## config.mk

```make
export PLATFORM = sky130hd
export DESIGN_NAME = tea_coprocessor
export DESIGN_NICKNAME = d
export VERILOG_FILES = /design/src/tea_pkg.sv /design/src/tea_coprocessor.sv /design/src/tea_ctrl_fsm.sv /design/src/tea_round_counter.sv /design/src/tea_round_datapath.sv
export SDC_FILE = /design/constraint.sdc
export NUM_CORES = 1
export LEC_CHECK = 0
export BUFFER_PORTS_ARGS = -buffer_cell sky130_fd_sc_hd__buf_2
export CAP_MARGIN = 20
export CORE_ASPECT_RATIO = 0.7
export CORE_MARGIN = 5
export CORE_UTILIZATION = 65
export CTS_BUF_LIST = sky130_fd_sc_hd__clkbuf_2
export DETAILED_ROUTE_END_ITERATION = 6
export PLACE_DENSITY = 0.84
export SETUP_SLACK_MARGIN = 0.1
export SYNTH_ARGS = -nofsm -noshare
export SYNTH_HDL_FRONTEND = slang
export SYNTH_SLANG_ARGS = --single-unit
```

## constraint.sdc

```tcl
create_clock -name clk -period 17.7 [get_ports clk]
set_input_delay 2.655 -clock clk [delete_from_list [all_inputs] [get_ports clk]]
set_output_delay 2.655 -clock clk [all_outputs]
set_load 0.005 [all_outputs]
```

## src/tea_pkg.sv

```systemverilog
/*
 * TEA coprocessor shared definitions
 *
 * Data word and function id types, the command and block structs,
 * the delta and key constants, and the decoded function codes of the
 * custom-instruction TEA encryption block.
 */

package tea_pkg;

	////////////////////
	// Basic types
	////////////////////

	// One 32-bit TEA half-block, operand or response
	typedef logic [31:0] word_t;

	// Full function id from the CPU; only [1:0] is decoded
	typedef logic [9:0] func_id_t;

	////////////////////
	// Structs
	////////////////////

	// Command as presented with cmd_valid
	typedef struct packed
	{
		func_id_t function_id;
		word_t    word0;
		word_t    word1;
	} tea_cmd_t;

	// 64-bit block, high word first
	typedef struct packed
	{
		word_t v1;
		word_t v0;
	} tea_block_t;

	////////////////////
	// TEA constants
	////////////////////

	// Golden ratio based round constant
	localparam word_t TEA_DELTA = 32'h9E37_79B9;

	// Fixed 128-bit key
	localparam word_t TEA_KEY0  = 32'h0123_4567;
	localparam word_t TEA_KEY1  = 32'h89AB_CDEF;
	localparam word_t TEA_KEY2  = 32'h1357_9248;
	localparam word_t TEA_KEY3  = 32'h248A_0135;

	////////////////////
	// Function codes
	////////////////////

	// Run the rounds, answer with v0
	localparam logic [1:0] FUNC_ENCRYPT   = 2'd0;

	// Answer with v1 of the stored block
	localparam logic [1:0] FUNC_READ_HIGH = 2'd1;

endpackage

```

## src/tea_coprocessor.sv

```systemverilog
/*
 * TEA custom-instruction coprocessor
 *
 * Encrypts a 64-bit block with the Tiny Encryption Algorithm under a
 * fixed key. Code 0 encrypts and returns v0, code 1 returns v1 of the
 * last result. One command is in flight at a time.
 */

`timescale 1ns/10ps

module tea_coprocessor
	import tea_pkg::*;
#(
	parameter int ROUNDS = 32
) (
	input  logic     clk,
	input  logic     reset,
	input  logic     cmd_valid,
	input  tea_cmd_t cmd,
	output logic     cmd_ready,
	output logic     rsp_valid,
	input  logic     rsp_ready,
	output word_t    rsp_word
);

	logic load;
	logic round_en;
	logic select_high;
	logic last_round;

	////////////////////
	// Control
	////////////////////

	tea_ctrl_fsm u_ctrl
	(
		.clk         (clk),
		.reset       (reset),
		.cmd_valid   (cmd_valid),
		.function_id (cmd.function_id),
		.last_round  (last_round),
		.rsp_ready   (rsp_ready),
		.cmd_ready   (cmd_ready),
		.load        (load),
		.round_en    (round_en),
		.select_high (select_high),
		.rsp_valid   (rsp_valid)
	);

	tea_round_counter #(
		.ROUNDS (ROUNDS)
	) u_counter (
		.clk        (clk),
		.reset      (reset),
		.load       (load),
		.round_en   (round_en),
		.last_round (last_round)
	);

	////////////////////
	// Datapath
	////////////////////

	tea_round_datapath u_datapath
	(
		.clk         (clk),
		.reset       (reset),
		.cmd         (cmd),
		.load        (load),
		.round_en    (round_en),
		.select_high (select_high),
		.rsp_word    (rsp_word)
	);

endmodule

```

## src/tea_ctrl_fsm.sv

```systemverilog
/*
 * TEA coprocessor control
 *
 * Accepts one command at a time, starts the round sequence for an
 * encrypt, and holds the response until the CPU takes it. Codes 2
 * and 3 are accepted and dropped.
 */

`timescale 1ns/10ps

module tea_ctrl_fsm
	import tea_pkg::*;
(
	input  logic     clk,
	input  logic     reset,
	input  logic     cmd_valid,
	input  func_id_t function_id,
	input  logic     last_round,
	input  logic     rsp_ready,
	output logic     cmd_ready,
	output logic     load,
	output logic     round_en,
	output logic     select_high,
	output logic     rsp_valid
);

	typedef enum logic [1:0]
	{
		IDLE,
		ROUND,
		RESPOND
	} tea_state_t;

	tea_state_t state;
	tea_state_t state_next;
	logic       accept;
	logic [1:0] func_code;

	////////////////////
	// Decode
	////////////////////

	assign func_code = function_id[1:0];
	assign accept    = cmd_valid & cmd_ready;

	////////////////////
	// State register
	////////////////////

	always_ff @(posedge clk or posedge reset)
	begin
		if (reset)
			state <= IDLE;
		else
			state <= state_next;
	end

	always_comb
	begin
		state_next = state;
		case (state)
			IDLE:
			begin
				if (accept)
				begin
					if (func_code == FUNC_ENCRYPT)
						state_next = ROUND;
					else if (func_code == FUNC_READ_HIGH)
						state_next = RESPOND;
				end
			end
			ROUND:
			begin
				// Counter flags the final round cycle
				if (last_round)
					state_next = RESPOND;
			end
			RESPOND:
			begin
				if (rsp_ready)
					state_next = IDLE;
			end
			default:
			begin
				state_next = IDLE;
			end
		endcase
	end

	////////////////////
	// Response word select
	////////////////////

	// Ignored codes keep the previous selection
	always_ff @(posedge clk or posedge reset)
	begin
		if (reset)
			select_high <= 1'b0;
		else if (accept)
		begin
			if (func_code == FUNC_ENCRYPT)
				select_high <= 1'b0;
			else if (func_code == FUNC_READ_HIGH)
				select_high <= 1'b1;
		end
	end

	////////////////////
	// Outputs
	////////////////////

	assign cmd_ready = (state == IDLE);
	assign load      = accept & (func_code == FUNC_ENCRYPT);
	assign round_en  = (state == ROUND);
	assign rsp_valid = (state == RESPOND);

endmodule

```

## src/tea_round_counter.sv

```systemverilog
/*
 * TEA round counter
 *
 * Counts completed rounds of the current encryption and flags the
 * final one. ROUNDS must be a power of two, 2 or more.
 */

`timescale 1ns/10ps

module tea_round_counter #(
	parameter int ROUNDS = 32
) (
	input  logic clk,
	input  logic reset,
	input  logic load,
	input  logic round_en,
	output logic last_round
);

	localparam int CNT_W = $clog2(ROUNDS);

	typedef logic [CNT_W-1:0] round_cnt_t;

	localparam round_cnt_t LAST_COUNT = round_cnt_t'(ROUNDS - 1);

	round_cnt_t round_cnt;

	////////////////////
	// Count
	////////////////////

	always_ff @(posedge clk or posedge reset)
	begin
		if (reset)
			round_cnt <= '0;
		else if (load)
			round_cnt <= '0;
		else if (round_en)
			round_cnt <= round_cnt + 1'b1;
	end

	// High during the cycle whose edge performs the last round
	assign last_round = round_en & (round_cnt == LAST_COUNT);

endmodule

```

## src/tea_round_datapath.sv

```systemverilog
/*
 * TEA round datapath
 *
 * Holds the v0/v1 block and the running sum, applies one TEA round
 * per enabled cycle with the fixed key, and selects the response
 * word. The block is kept between commands for the read-high code.
 */

`timescale 1ns/10ps

module tea_round_datapath
	import tea_pkg::*;
(
	input  logic     clk,
	input  logic     reset,
	input  tea_cmd_t cmd,
	input  logic     load,
	input  logic     round_en,
	input  logic     select_high,
	output word_t    rsp_word
);

	tea_block_t data_block;
	tea_block_t block_next;
	word_t      sum;

	////////////////////
	// Round function
	////////////////////

	// Shift/add/xor mix shared by both halves of a round
	function automatic word_t tea_mix(
		input word_t v,
		input word_t key_a,
		input word_t key_b,
		input word_t sum_in
	);
		word_t top;
		word_t mid;
		word_t bot;

		top = (v << 4) + key_a;
		mid = v + sum_in;
		bot = (v >> 5) + key_b;
		return top ^ mid ^ bot;
	endfunction

	always_comb
	begin
		block_next.v0 = data_block.v0 + tea_mix(data_block.v1, TEA_KEY0, TEA_KEY1, sum);
		// Second half works on the updated v0
		block_next.v1 = data_block.v1 + tea_mix(block_next.v0, TEA_KEY2, TEA_KEY3, sum);
	end

	////////////////////
	// Block and sum registers
	////////////////////

	always_ff @(posedge clk or posedge reset)
	begin
		if (reset)
		begin
			data_block <= '0;
			sum        <= '0;
		end
		else if (load)
		begin
			data_block.v0 <= cmd.word0;
			data_block.v1 <= cmd.word1;
			sum           <= TEA_DELTA;
		end
		else if (round_en)
		begin
			data_block <= block_next;
			sum        <= sum + TEA_DELTA;
		end
	end

	////////////////////
	// Response
	////////////////////

	assign rsp_word = select_high ? data_block.v1 : data_block.v0;

endmodule

```

==> results.md <==
- Root Driver: clkbuf_2
- Final setup TNS: 0 ps
- Worst min-delay path category: flop to flop
- Sequential area share after synthesis: 18.3%
- Startpoint types: flop
- Max cap viols: 0
- Yosys top cell by area: dfrtp_1
- Width of the die: 187 um
- Synth Instances: 1,769
- Synth top area cells: dfrtp_1, xnor2_1, ha_1, nand2_1, a21oi_1
- Setup crit end kind: flop
- Max_slew headroom: 19.1%
- Avg WL per Cell: 21.2 um
- Mapped Nets: 1,988
- GRT Residual Overflow: 0
- YS warnings: 0
- Hold Crit Start: u_counter.round_cnt[0]
- Cell variety after synth: 89
- Routed Antenna Nets: 0
- Critical path buffer and inverter count: 1
- Count leader, synth: xnor2_1
- Starting density of the core: 65.8%
- Post-CTS Setup Inserts: 0
- Post-CTS sizing: 0
- Synthesized area per cell: 8.05 um^2
- Area Growth Syn to Fin: 6.42%
- Hold-fix buffer count after cts: 0
- Worst Hold Endpoint: u_counter.round_cnt[0]
- Clock slew at reported path FFs: 340 ps
- # DRC: 0
- Period utilization: 55.4%
- H-tree depth: 3
- WP data required: 18,310 ps
- Worst R2R Setup Slack: 7900 ps
- Die H: 134 um
- Fin nets: 2,054
- Placer Congestion: 0.971
- Main synth FF type: dfrtp_1
- Top Family by Delay on Critical Path: compound AO/OA/AOI/OAI gates
- Fin. max-slew vios: 0
- Final setup violation count: 0
- DRT Pass-1 Iters: 5
- R2R cell count: 40
- Starting DRT DRC Count: 1,507
- Tot GR Track Use: 35.1%
- Post-layout min period: 9800 ps
- Worst slew pin tran: 1210 ps
- Vias per cell: 6.55
- Via count: 13,890
- Crit path arrival time: 10,410 ps
- Die footprint: 25,000 um^2
- Largest fanout on the critical path: 10
- Yosys top cell area share: 18.3%
- Commonest cells in the netlist: xnor2_1, nand2_1, ha_1, a21oi_1, o21ai_0
- Sink Count: 104
- Hold path cells: 1
- Port Buffers: 103
- Clock buffer count from CTS: 9
- RR Startpoint: u_datapath.sum[0]
- Number of synthesized flops with an enable pin: 0
- CP Class: flop to flop
- FF-to-FF End: u_datapath.data_block[63]
- Skew-Pair Late Insertion Delay: 740 ps
- Synth Cell Area: 14,200 um^2
- Cell row count: 45
- Clock Skew: 42.4 ps
- Max clock buf depth: 2
- Synth Register Bits: 104
- Fmax: 102 MHz
- CP peak stage delay: 720 ps
- RSZ-0062 raised after global routing: no
- TritonCTS clock tree: done
- Most used cell, CP: a21o_1
- Detailed placement HPWL: 35.1 mm
- Share of flip-flops with an asynchronous set or reset: 100%
- Fin. Hold Viols: 0
- Fraction of layout cells with a size suffix above 1: 11.8%
- Largest net degree at the start of global routing: 72
- Vias in the first global route: 13,191
- Antenna violations before repair: 0
- First-pass GRT wire length: 70.3 mm
- CP max stage cell: nor2_1
- Outcome: finished, final reports clean
- WL final: 44.9 mm
- Total I/O pin count: 112
- # diodes: 0
- Core area: 21,600 um^2
==> flip-flops by register name, indices dropped and copies added, names as in the netlist <==
register,flops
u_ctrl.state,2
u_datapath.data_block,64
u_ctrl.select_high,1
u_counter.round_cnt,5
u_datapath.sum,32
==> metrics by stage <==
stage | worst slack [ps] | hold WS (ps) | utilization (%) | std cells | instance area (um^2)
global route | 7400 | 574 | 70.1 | 2122 | 15100
CTS | 8180 | 554 | 70.1 | 2122 | 15100
detailed placement | 8310 | 504 | 69.5 | 2106 | 15000
floorplan | 9710 | 471 | - | 1769 | 14200
finish | 7900 | 550 | 70.1 | 2122 | 15100
global placement | 8480 | 490 | 69.5 | 2106 | 15000
==> cells in the final DEF, fill, tap and decap left out, types with 39 or more instances in the layout <==
cell     count
a21o_1      73
a21oi_1    114
a22oi_1     52
buf_2      103
dfrtp_1    104
ha_1       137
inv_1       47
nand2_1    169
nand3_1     39
nor2_1     108
nor3_1      41
o21ai_0    110
xnor2_1    274
xor2_1      64
==> kinds of logic (layout without fill, tap and decap cells) <==
| group | count (synthesis) | in the layout | synth area share (%) |
|---|---|---|---|
| buf+inv | 118 | 189 | 3.13 |
| flops | 104 | 104 | 18.3 |
| simple gates | 508 | 508 | 17.1 |
| fa+ha+maj | 141 | 141 | 12.6 |
| xor+xnor | 343 | 343 | 21.5 |
| mux | 34 | 34 | 2.68 |
| compound gates | 521 | 521 | 24.7 |
==> layer usage <==
metal	track usage (%)	part of all wire, %	up-vias	routed length [um]
li1	-	-	6500	-
met1	49.7	44	6592	19600
met2	51.4	41	730	18300
met3	13.2	14	68	6420
met4	7.27	1.4	0	611
met5	0	0	-	0
==> worst max-delay path by stage <==
stage	cells after the start	endpoint	slack [ps]	startpoint
4_1_cts	40	u_datapath.data_block[63]	8180	u_datapath.sum[0]
3_3_place_gp	40	u_datapath.data_block[63]	8480	u_datapath.sum[0]
6_report	40	u_datapath.data_block[63]	7900	u_datapath.sum[0]
2_1_floorplan	39	u_datapath.data_block[63]	9710	u_datapath.sum[0]
3_5_place_dp	40	u_datapath.data_block[63]	8310	u_datapath.sum[0]
5_1_grt	40	u_datapath.data_block[63]	7400	u_datapath.sum[0]
==> cell type report <==
type | instances | area (um^2)
clock buffer | 9 | 45.0
inverter | 51 | 194
fill | 1863 | 6470
multi-input combinational | 1547 | 11200
sequential | 104 | 2600
tap | 282 | 353
timing repair buffer | 122 | 658
clock inverter | 7 | 85.1
Power is left out: the tool's default activity adds up to more than one toggle a clock period on the data nets, which glitch-free logic cannot reach.
